===== src/hdl/als_pkg.sv =====
// Shared definitions for the ambient-light and proximity readout path
// Widths, lux coefficients, filter threshold and packed sample types
`default_nettype none

package als_pkg;

	// --------------------
	// Widths that carry a meaning
	typedef logic [15:0] prox_t;
	typedef logic [15:0] chan_t;
	typedef logic [31:0] lux_t;
	typedef logic [31:0] bcd_t;
	// Active-low bar, one segment per bit
	typedef logic [7:0]  bar_t;

	// Raw sample from the sensor, 48 bits
	typedef struct packed {
		prox_t prox;
		chan_t ch0;
		chan_t ch1;
	} sample_t;

	// Result handed from front end to converter, 40 bits
	typedef struct packed {
		lux_t lux;
		bar_t bar;
	} reading_t;

	typedef enum logic [1:0] {
		IDLE,
		SHIFT,
		DONE
	} conv_state_t;

	// --------------------
	// Smallest proximity step treated as a glitch
	localparam prox_t PROX_JUMP_LIMIT = 16'h800;
	// All segments off
	localparam bar_t  BAR_BLANK       = 8'hFF;

	// Largest value shown on eight digits
	localparam lux_t  LUX_MAX         = 32'd99_999_999;
	localparam int    LUX_W           = 32;
	localparam int    SHIFT_CNT_W     = 5;

	// Ratio breakpoints, ch1 against ch0 scaled
	localparam lux_t  LUX_BP0 = 32'd595;
	localparam lux_t  LUX_BP1 = 32'd1015;
	localparam lux_t  LUX_BP2 = 32'd1352;
	localparam lux_t  LUX_BP3 = 32'd3053;

	// Coefficient pairs per region, lux = ch0*ca - ch1*cb
	localparam lux_t  LUX_CA0 = 32'd1682;
	localparam lux_t  LUX_CB0 = 32'd1877;
	localparam lux_t  LUX_CA1 = 32'd644;
	localparam lux_t  LUX_CB1 = 32'd132;
	localparam lux_t  LUX_CA2 = 32'd756;
	localparam lux_t  LUX_CB2 = 32'd243;
	localparam lux_t  LUX_CA3 = 32'd766;
	localparam lux_t  LUX_CB3 = 32'd25;

	// Reading buffer geometry
	localparam int    FIFO_DEPTH = 4;
	localparam int    FIFO_PTR_W = 2;

endpackage

`default_nettype wire


===== src/hdl/als_frontend.sv =====
// Sensor front end
// Registers samples, drops proximity glitches, builds bar and lux
`timescale 1ns/1ns
`default_nettype none

module als_frontend (
	input  logic             dat_valid,
	input  logic             reset,
	input  logic             sample_strobe,
	input  als_pkg::sample_t sample,
	output als_pkg::reading_t reading,
	output logic             reading_valid
);

	import als_pkg::*;

	// Filter history and accepted proximity
	prox_t prev_prox;
	prox_t held_prox;
	prox_t prox_step;

	// Registered channel counts
	chan_t ch0_q;
	chan_t ch1_q;
	logic  strobe_q;

	// Lux datapath
	lux_t  ch0_w;
	lux_t  ch1_w;
	lux_t  coef_a;
	lux_t  coef_b;
	lux_t  pos_term;
	lux_t  neg_term;
	logic  region_hit;
	lux_t  lux_calc;

	logic [2:0] bar_code;
	bar_t       bar_calc;

	// --------------------
	// Stage 1 sample capture and jump filter

	// Distance from the previous raw proximity in either direction
	assign prox_step = (sample.prox >= prev_prox) ? (sample.prox - prev_prox)
	                                              : (prev_prox - sample.prox);

	always_ff @(posedge dat_valid) begin
		if (reset) begin
			prev_prox <= '0;
			held_prox <= '0;
			strobe_q  <= 1'b0;
		end else begin
			strobe_q <= sample_strobe;
			if (sample_strobe) begin
				// History always follows the raw input
				prev_prox <= sample.prox;
				// Big jumps leave the held value alone
				if (prox_step < PROX_JUMP_LIMIT)
					held_prox <= sample.prox;
			end
		end
	end

	// Channel capture on each strobe
	always_ff @(posedge dat_valid) begin
		if (sample_strobe) begin
			ch0_q <= sample.ch0;
			ch1_q <= sample.ch1;
		end
	end

	// --------------------
	// Bar pattern from the held proximity

	assign bar_code = held_prox[11:9];
	// Code 0 clears bit 0 and each step clears one more low bit
	assign bar_calc = (BAR_BLANK << 1) << bar_code;

	// --------------------
	// Piecewise-linear lux

	assign ch0_w = lux_t'(ch0_q);
	assign ch1_w = lux_t'(ch1_q);

	// First breakpoint above the channel ratio picks the pair
	always_comb begin
		region_hit = 1'b1;
		coef_a     = '0;
		coef_b     = '0;
		if (ch1_w < ch0_w * LUX_BP0) begin
			coef_a = LUX_CA0;
			coef_b = LUX_CB0;
		end else if (ch1_w < ch0_w * LUX_BP1) begin
			coef_a = LUX_CA1;
			coef_b = LUX_CB1;
		end else if (ch1_w < ch0_w * LUX_BP2) begin
			coef_a = LUX_CA2;
			coef_b = LUX_CB2;
		end else if (ch1_w < ch0_w * LUX_BP3) begin
			coef_a = LUX_CA3;
			coef_b = LUX_CB3;
		end else begin
			region_hit = 1'b0;
		end
	end

	assign pos_term = ch0_w * coef_a;
	assign neg_term = ch1_w * coef_b;

	// No region or negative result reads as dark
	// Top end saturates at LUX_MAX
	always_comb begin
		if (!region_hit || (neg_term > pos_term))
			lux_calc = '0;
		else if ((pos_term - neg_term) > LUX_MAX)
			lux_calc = LUX_MAX;
		else
			lux_calc = pos_term - neg_term;
	end

	// --------------------
	// Stage 2 result register and push pulse

	always_ff @(posedge dat_valid) begin
		if (reset)
			reading_valid <= 1'b0;
		else
			reading_valid <= strobe_q;
	end

	always_ff @(posedge dat_valid) begin
		if (strobe_q) begin
			reading.lux <= lux_calc;
			reading.bar <= bar_calc;
		end
	end

endmodule

`default_nettype wire


===== src/hdl/reading_fifo.sv =====
// Reading buffer
// Four-entry circular FIFO, drops pushes when full and flags overflow
`timescale 1ns/1ns
`default_nettype none

module reading_fifo (
	input  logic              dat_valid,
	input  logic              reset,
	input  logic              push,
	input  als_pkg::reading_t din,
	input  logic              pop,
	output als_pkg::reading_t head,
	output logic              empty,
	output logic              overflow
);

	import als_pkg::*;

	reading_t mem [FIFO_DEPTH];

	logic [FIFO_PTR_W-1:0] wr_ptr;
	logic [FIFO_PTR_W-1:0] rd_ptr;
	// One extra bit so a full buffer is distinct from empty
	logic [FIFO_PTR_W:0]   count;

	logic full;
	logic do_push;
	logic do_pop;

	assign empty = (count == '0);
	assign full  = (count == FIFO_DEPTH);

	// A pop at the same edge frees the slot for the push
	assign do_push = push && (!full || pop);
	assign do_pop  = pop && !empty;

	assign head = mem[rd_ptr];

	// --------------------
	// Pointers, occupancy, overflow

	always_ff @(posedge dat_valid) begin
		if (reset) begin
			wr_ptr   <= '0;
			rd_ptr   <= '0;
			count    <= '0;
			overflow <= 1'b0;
		end else begin
			if (do_push)
				wr_ptr <= wr_ptr + 1'b1;
			if (do_pop)
				rd_ptr <= rd_ptr + 1'b1;

			// Simultaneous push and pop leave the count as is
			case ({do_push, do_pop})
				2'b10:   count <= count + 1'b1;
				2'b01:   count <= count - 1'b1;
				default: count <= count;
			endcase

			// Sticky until reset, lost reading is not recoverable
			if (push && !do_push)
				overflow <= 1'b1;
		end
	end

	// Storage
	always_ff @(posedge dat_valid) begin
		if (do_push)
			mem[wr_ptr] <= din;
	end

endmodule

`default_nettype wire


===== src/hdl/lux_bcd_converter.sv =====
// Lux to BCD converter
// Pops a reading, runs shift-and-add-three over 32 bits, shows digits and bar
`timescale 1ns/1ns
`default_nettype none

module lux_bcd_converter (
	input  logic              dat_valid,
	input  logic              reset,
	input  logic              empty,
	input  als_pkg::reading_t head,
	output logic              pop,
	output als_pkg::bcd_t     lux_bcd,
	output als_pkg::bar_t     bar_out,
	output logic              result_done
);

	import als_pkg::*;

	conv_state_t state;

	// Working registers for one conversion
	lux_t bin_sr;
	bcd_t bcd_acc;
	bcd_t bcd_adj;
	bar_t bar_hold;

	logic [SHIFT_CNT_W-1:0] bit_cnt;
	logic                   last_bit;

	// Add three to every digit of five or more
	function automatic bcd_t add3_digits(input bcd_t value);
		bcd_t result;
		result = value;
		for (int d = 0; d < 8; d++) begin
			if (value[d*4 +: 4] >= 4'd5)
				result[d*4 +: 4] = value[d*4 +: 4] + 4'd3;
		end
		return result;
	endfunction

	// Take the head as soon as one is waiting
	assign pop = (state == IDLE) && !empty;

	assign bcd_adj  = add3_digits(bcd_acc);
	assign last_bit = (bit_cnt == SHIFT_CNT_W'(LUX_W - 1));

	// --------------------
	// Control FSM and outputs

	always_ff @(posedge dat_valid) begin
		if (reset) begin
			state       <= IDLE;
			bit_cnt     <= '0;
			result_done <= 1'b0;
			lux_bcd     <= '0;
			bar_out     <= BAR_BLANK;
		end else begin
			result_done <= 1'b0;
			case (state)
				IDLE: begin
					bit_cnt <= '0;
					if (pop)
						state <= SHIFT;
				end
				SHIFT: begin
					bit_cnt <= bit_cnt + 1'b1;
					if (last_bit)
						state <= DONE;
				end
				DONE: begin
					// Digits and bar change together with the pulse
					lux_bcd     <= bcd_acc;
					bar_out     <= bar_hold;
					result_done <= 1'b1;
					state       <= IDLE;
				end
				default: state <= IDLE;
			endcase
		end
	end

	// --------------------
	// Datapath, MSB of lux enters first

	always_ff @(posedge dat_valid) begin
		if (pop) begin
			bin_sr   <= head.lux;
			bcd_acc  <= '0;
			bar_hold <= head.bar;
		end else if (state == SHIFT) begin
			bcd_acc <= {bcd_adj[30:0], bin_sr[LUX_W-1]};
			bin_sr  <= bin_sr << 1;
		end
	end

endmodule

`default_nettype wire


===== src/hdl/als_decoder_top.sv =====
// Readout top level
// Front end feeds the reading FIFO, converter drains it to BCD
`timescale 1ns/1ns
`default_nettype none

module als_decoder_top (
	input  logic             dat_valid,
	input  logic             reset,
	input  logic             sample_strobe,
	input  als_pkg::sample_t sample,
	output als_pkg::bcd_t    lux_bcd,
	output als_pkg::bar_t    bar_out,
	output logic             result_done,
	output logic             overflow
);

	import als_pkg::*;

	// Front end to FIFO
	reading_t reading;
	logic     reading_valid;

	// FIFO to converter
	reading_t head;
	logic     empty;
	logic     pop;

	als_frontend i_als_frontend (
		.dat_valid     (dat_valid),
		.reset         (reset),
		.sample_strobe (sample_strobe),
		.sample        (sample),
		.reading       (reading),
		.reading_valid (reading_valid)
	);

	// Push straight from the front end pulse
	reading_fifo i_reading_fifo (
		.dat_valid (dat_valid),
		.reset     (reset),
		.push      (reading_valid),
		.din       (reading),
		.pop       (pop),
		.head      (head),
		.empty     (empty),
		.overflow  (overflow)
	);

	lux_bcd_converter i_lux_bcd_converter (
		.dat_valid   (dat_valid),
		.reset       (reset),
		.empty       (empty),
		.head        (head),
		.pop         (pop),
		.lux_bcd     (lux_bcd),
		.bar_out     (bar_out),
		.result_done (result_done)
	);

endmodule

`default_nettype wire


===== config.mk =====
export PLATFORM = sky130hd
export DESIGN_NAME = als_decoder_top
export DESIGN_NICKNAME = d
export VERILOG_FILES = /design/src/hdl/als_pkg.sv /design/src/hdl/als_frontend.sv /design/src/hdl/reading_fifo.sv /design/src/hdl/lux_bcd_converter.sv /design/src/hdl/als_decoder_top.sv
export SDC_FILE = /design/constraint.sdc
export NUM_CORES = 2
export LEC_CHECK = 0
export BUFFER_PORTS_ARGS = -buffer_cell sky130_fd_sc_hd__buf_2
export CORE_MARGIN = 2
export CORE_UTILIZATION = 59
export CTS_CLUSTER_DIAMETER = 150
export DETAILED_ROUTE_END_ITERATION = 12
export PLACE_DENSITY = 0.8
export SLEW_MARGIN = 20
export SYNTH_ARGS = -nofsm -noshare
export SYNTH_HDL_FRONTEND = slang
export SYNTH_SLANG_ARGS = --single-unit
export TNS_END_PERCENT = 50

===== constraint.sdc =====
create_clock -name dat_valid -period 15.6 [get_ports dat_valid]
set_clock_uncertainty 0.15 [all_clocks]
set_input_delay 0.78 -clock dat_valid [delete_from_list [all_inputs] [get_ports dat_valid]]
set_output_delay 0.78 -clock dat_valid [all_outputs]
set_load 0.01 [all_outputs]

Word level (Yosys, flattened, before mapping)
Memories as Yosys holds them, arrays and structs flattened. A register that Yosys moved wholly into a read port is not among the register bits.
Cells that the tools add are included.

cells by class
  $add $sub $neg = 16
  multiply operators = 6
  divide/modulo/power cells = 0
  $lt $le $gt $ge = 16
  equal/unequal tests = 8
  shift-type cells = 1
  muxes and demuxes = 34
  bitwise gates (word level) = 0
  reductions and logical operators = 18

operator list
  kind                                                                number
  2-to-1 mux 32 bit                                                   8
  < comparator 16 x 32 -> 1 bit                                       4
  multiplier 16 x 32 -> 32 bit                                        2
  multiplier 16 x 10 -> 26 bit (second input constant)                2
  greater-or-equal comparator 4 x 3 -> 1 bit (second input constant)  8
  greater-than comparator 32 x 27 -> 1 bit (second input constant)    1
  greater-than comparator 32 bit                                      1
  subtractor 16 bit                                                   2
  subtractor 32 bit                                                   1
  adder 4 x 2 -> 4 bit (second input constant)                        7
  multiplier 16 x 12 -> 28 bit (second input constant)                1
  2-to-1 mux 4 bit                                                    7
  2-to-1 mux 27 bit                                                   1
  multiplier 16 x 8 -> 24 bit (second input constant)                 1
  greater-or-equal comparator 16 bit                                  1
  < comparator 16 x 12 -> 1 bit (second input constant)               1
  2-to-1 mux 16 bit                                                   1
  2-to-1 mux 10 bit                                                   1
  one-hot mux 5 bit (2 select lines)                                  1
  2-to-1 mux 2 bit                                                    4
  left shift 8 x 3 -> 8 bit (first input constant)                    1
  2-to-1 mux 1 bit                                                    7
  one-hot mux 3 bit (2 select lines)                                  1
  nonzero test 2 bit                                                  3
  other kinds (21)                                                    32

storage, ports and cells
  flip-flop bits (word level) = 230
  bits in latches = 0
  RAM bits = 160
  ROM bits = 0
  input bits = 51
  output and inout port bits = 42
  logic and storage cells = 121
  memories kept = 1

memories
  memory              depth  width  rd ports  clocked after memory_dff  write ports  RTL line            RTL
  i_reading_fifo.mem  4      40     1         1                         1            reading_fifo.sv:19  reading_t mem [FIFO_DEPTH];

Logic depth before layout (Yosys ltp)
  depth after elaboration = 10
  depth in mapped cells = 72

By module
From an unflattened synthesis, not the netlist that was laid out.

second synthesis, totals
  cell total of the unflattened synthesis = 4055
  area total of the unflattened synthesis = 41318.4 µm²

by module, submodules not included
  module             instances  cells each  area each (µm²)  seq. area each (µm²)
  als_frontend       1          3300        29958.7          2552.4
  reading_fifo       1          265         6304.8           5004.8
  lux_bcd_converter  1          490         5054.8           2802.7

Worst setup path after synthesis
No wires, ideal clock.

  path type = register to register
  start point = register i_als_frontend.ch0_q[6]
  end point = register i_als_frontend.reading[21] (netlist name)
  library setup time = 0.273 ns
  arrival time = 14.595 ns
  data required time = 15.177 ns
  slack = 0.582 ns
  stages on the path, launching flop included = 68
  path through = edfxtp_1 -> inv_1 -> fa_1 -> fa_1 -> inv_1 -> fa_1 -> fa_1 -> inv_1 -> fa_1 -> inv_1 -> ha_1 -> nand3_1 -> nor4_2 -> o21ai_0 -> a211o_1 -> ha_1 -> nand2_1 -> o21ai_0 -> (+32 left out) -> ha_1 -> clkbuf_1 -> a21o_1 -> a21o_1 -> a21o_1 -> a21o_1 -> nand2_1 -> o21ai_0 -> o31ai_1 -> xor2_1 -> nand3_1 -> nor2_1 -> mux2_2 -> nor2_1 -> a211o_1 -> a21oi_2 -> buf_6 -> a21oi_1

on the way
  cells in the longest elaborated chain, start to end = 10
  elaborated cells on any way between the ends = 28

RTL lines
  item                                                   RTL line                                  RTL
  start, declared                                        als_frontend.sv:23                        chan_t ch0_q;
  start signal, assigned                                 als_frontend.sv:67                        ch0_q <= sample.ch0;
  multiplier 16 x 12 -> 28 bit                           als_frontend.sv:99                        end else if (ch1_w < ch0_w * LUX_BP3) begin
  < comparator 16 x 32 -> 1 bit                          als_frontend.sv:99
  2-to-1 mux 5 bit or 2-to-1 mux 10 bit (tied branches)  als_frontend.sv:99
  2-to-1 mux 32 bit                                      als_frontend.sv:96                        end else if (ch1_w < ch0_w * LUX_BP2) begin
  2-to-1 mux 32 bit                                      als_frontend.sv:93                        end else if (ch1_w < ch0_w * LUX_BP1) begin
  2-to-1 mux 32 bit                                      als_frontend.sv:90                        if (ch1_w < ch0_w * LUX_BP0) begin
  multiplier 16 x 32 -> 32 bit (on tied branches)        als_frontend.sv:108, als_frontend.sv:107
  subtractor 32 bit                                      als_frontend.sv:115, als_frontend.sv:118
  greater-than comparator 32 x 27 -> 1 bit               als_frontend.sv:115                       else if ((pos_term - neg_term) > LUX_MAX)
  2-to-1 mux 27 bit                                      als_frontend.sv:115

Parallel ways exist; a longest one is shown, timed or not.
A chain may end at the register's enable or synchronous reset.

Worst setup path in the final report
  start point = register i_als_frontend.ch0_q[3]
  end point = register i_als_frontend.reading[15] (netlist name)

on the way
  cells in the longest elaborated chain, start to end = 10
  elaborated cells on any way between the ends = 28

RTL lines
  item                                                   RTL line
  multiplier 16 x 12 -> 28 bit                           als_frontend.sv:99
  < comparator 16 x 32 -> 1 bit                          als_frontend.sv:99
  2-to-1 mux 5 bit or 2-to-1 mux 10 bit (tied branches)  als_frontend.sv:99
  2-to-1 mux 32 bit                                      als_frontend.sv:96
  2-to-1 mux 32 bit                                      als_frontend.sv:93
  2-to-1 mux 32 bit                                      als_frontend.sv:90
  multiplier 16 x 32 -> 32 bit (on tied branches)        als_frontend.sv:108, als_frontend.sv:107
  subtractor 32 bit                                      als_frontend.sv:115, als_frontend.sv:118
  greater-than comparator 32 x 27 -> 1 bit               als_frontend.sv:115
  2-to-1 mux 27 bit                                      als_frontend.sv:115

Parallel ways exist; a longest one is shown, timed or not.

==> flow_metrics.py <==
metrics = {
    "outcome": {
        "status": "finished, final reports clean",
    },
    "clock_tree": {
        "hold_buffers": 0,
        "cts.sinks": 377,
        "h-tree-depth": 2,
        "cts_tree": "yes",
        "clkTransAtPathRegs_ps": 70,
        "clockBufferDepth": 3,
        "numCtsBuffers": 39,
        "cts_root_buf": "clkbuf_16",
        "clock_latency_ps": 600,
    },
    "floorplan": {
        "die_x_um": 270,
        "num_rows": 97,
        "dieHeight_um": 270,
        "dieArea_um2": 73000,
        "fp.coreArea_um2": 70100,
        "start_util": 0.596,
        "ios": 93,
    },
    "timing": {
        "fmax_mhz": 65.1,
        "period_share": 0.985,
        "finalMaxSlewViolations": 0,
        "max_slew_margin": 0.274,
        "finalHoldViolCount": 0,
        "worstMarginPinSlew_ps": 1090,
        "rsz0062_at_grt": "yes",
        "finalSetupViolCount": 0,
        "min_period_ps": 15370,
    },
    "routing": {
        "wl_um": 108000,
        "drt_pass1_iterations": 6,
        "route.detailed.drc": 0,
        "drtAntennaViolNets": 0,
        "route.vias.total": 32300,
        "avgRoutedWirePerCell_um": 19.4,
        "routed_via_density": 5.79,
        "drt-initial-drc-count": 2380,
    },
    "yosys": {
        "yosysWarningCount": 0,
        "yosysTopAreaCell": "fa_1",
        "seq_area_frac_synth": 0.244,
        "synth-edff-count": 266,
        "synth-seq-cells": 377,
        "syn-mean-instance-area_um2": 9.89,
        "ys_types": 101,
        "synthArstFlopShare": 0,
        "netlist_instances": 4225,
        "synthesis.area_um2": 41800,
        "synth_top_area_frac": 0.209,
        "synth.area.top_cells": "fa_1 21%, edfxtp_1 19%, ha_1 19%",
        "synthFlopType": "edfxtp_1",
    },
    "grt": {
        "grt_usage": 0.285,
        "first_global_vias": 32900,
        "grt_overflow": 0,
        "grt_max_degree": 79,
        "grt_antenna_before_repair": 3,
        "grt_pass1_wl_um": 168000,
    },
    "cells_and_area": {
        "drive_gt1_frac": 0.152,
        "fin_cells": 5584,
        "fin_nets": 5722,
        "area_delta_synth_final_pct": 14.3,
    },
    "critical_path": {
        "required_ps": 15760,
        "slowest_stage": "fa_1",
        "crit_arrival_ps": 15530,
        "crit_fanout": 7,
        "cp_slowest_stage_delay_ps": 560,
        "crit_buf_inv": 19,
        "cp_top_family": "adder cells",
        "cpMostUsedCell": "buf_4",
        "end_kind": "flop",
        "critPathLaunchType": "flop",
        "path_class": "reg -> reg",
    },
    "placed_design": {
        "port-buffer-count": 92,
        "gp_congestion": 0.971,
        "dp_cells": 5474,
        "dp_hpwl_um": 81900,
    },
    "run": {
        "max_cap_violations": 0,
    },
    "worst_hold_path": {
        "hold_class": "in -> reg",
    },
}
==> final timing paths <==
check | end | slack, ps | startpoint | cells past startpoint
setup / recovery | i_als_frontend.reading[15] | 230 | i_als_frontend.ch0_q[3] | 69
hold / removal | i_als_frontend.ch0_q[11] | 200 | sample[27] | 1
setup reg to reg | i_als_frontend.reading[15] | 230 | i_als_frontend.ch0_q[3] | 69
hold reg to reg | i_lux_bcd_converter.lux_bcd[6] | 300 | i_lux_bcd_converter.lux_bcd[6] | 2
==> cell type report <==
class,instances,area [um2]
tap,940,1180
multi-input combinational,2932,28800
clock buffer,52,1070
fill,5008,22400
sequential,377,10200
antenna,2,5.00
inverter,826,3100
timing repair buffer,436,3230
clock inverter,19,173
==> repair_timing <==
item	CTS	global route
buffers inserted	3	33
endpoints found under the setup margin	23	27
resized for setup	5	176
pin swaps	0	43
gates cloned	0	2
==> cells in the final DEF, fill, tap and decap left out, types with 15 or more instances in the layout <==
master and count:
nor3_1 57, and2_1 81, xnor2_1 83, o21bai_1 22, inv_1 817, clkbuf_16 42, ha_1 604, mux2i_1 30
o211ai_1 17, edfxtp_1 266, fa_1 434, a21oi_1 220, nand3_1 72, o21ai_1 15, buf_4 319, o21a_1 35
xor2_1 63, a31oi_1 21, buf_6 16, o21ai_0 116, mux4_2 39, and3_1 19, nand2b_1 46, dfxtp_1 108
nand2_1 348, a21o_1 64, buf_2 92, a21oi_2 26, nor2b_1 39, nor2_1 177, nand4_1 25
==> per-layer routing <==
metal  up-vias  track usage  part of all wire
met1     15800        0.357              0.39
met2      1334        0.499              0.49
met4         2        0.114             0.050
met3       353       0.0404             0.071
li1      14800            -                 -
met5         -            0           0.00012
==> synthesized netlist by cell type, types with 46 or more instances <==
| cell | count |
|---|---|
| nor2_1 | 183 |
| clkbuf_1 | 80 |
| nand2_1 | 351 |
| xor2_1 | 66 |
| nand2b_1 | 46 |
| nand3_1 | 74 |
| a21o_1 | 64 |
| and2_1 | 83 |
| edfxtp_1 | 266 |
| inv_1 | 825 |
| fa_1 | 437 |
| nor3_1 | 60 |
| o21ai_0 | 137 |
| xnor2_1 | 84 |
| dfxtp_1 | 111 |
| a21oi_1 | 241 |
| ha_1 | 622 |
==> cells by family after synthesis <==
family / after synthesis / share of synthesized area
multiplexers: 74 / 0.0295
other: 1 / 0.0000897
AND/OR/NAND/NOR: 972 / 0.113
buffers and inverters: 920 / 0.0833
adder cells (fa/ha/maj): 1059 / 0.395
AO/OA/AOI/OAI: 672 / 0.103
XOR/XNOR: 150 / 0.0314
flip-flops: 377 / 0.244
==> stage by stage <==
step | hold WS, ps | util | cell area, um2 | setup WS (ps) | setup TNS, ps
6_report | 198 | 0.681 | 47800 | 233 | 0
3_5_place_dp | 293 | 0.648 | 45500 | -63.4 | -568
4_1_cts | 187 | 0.666 | 46800 | 4.33 | 0
3_3_place_gp | 282 | 0.648 | 45500 | 249 | 0
5_1_grt | 201 | 0.681 | 47800 | -303 | -5710
2_1_floorplan | 268 | - | 41800 | 582 | 0
==> flip-flops by register name, indices dropped and copies added (netlist names), named ones only <==
name and flops:
i_reading_fifo.wr_ptr 2, i_als_frontend.prev_prox 16, i_lux_bcd_converter.bar_hold 7, i_als_frontend.reading 39, i_reading_fifo.rd_ptr 2, i_als_frontend.held_prox 3
i_lux_bcd_converter.bin_sr 32, i_lux_bcd_converter.state 2, i_als_frontend.ch0_q 16, i_lux_bcd_converter.result_done 1, i_lux_bcd_converter.bit_cnt 5, i_als_frontend.reading_valid 1
i_lux_bcd_converter.bar_out 8, i_reading_fifo.count 3, i_lux_bcd_converter.bcd_acc 32, i_reading_fifo.overflow 1, i_als_frontend.strobe_q 1, i_lux_bcd_converter.lux_bcd 32
i_als_frontend.ch1_q 16, i_reading_fifo.mem 156
==> worst register-to-register path: cells and delay by family (launching register included) <==
family | cells | cell delay, ps
fa+ha+maj | 15 | 6470
mux | 1 | 160
simple gates | 11 | 1550
flops | 1 | 420
compound gates | 20 | 3480
xor+xnor | 3 | 510
buf+inv | 19 | 2320
Power is not shown: default switching activity piles up to over one toggle a cycle in this logic, so the estimate is an artifact.
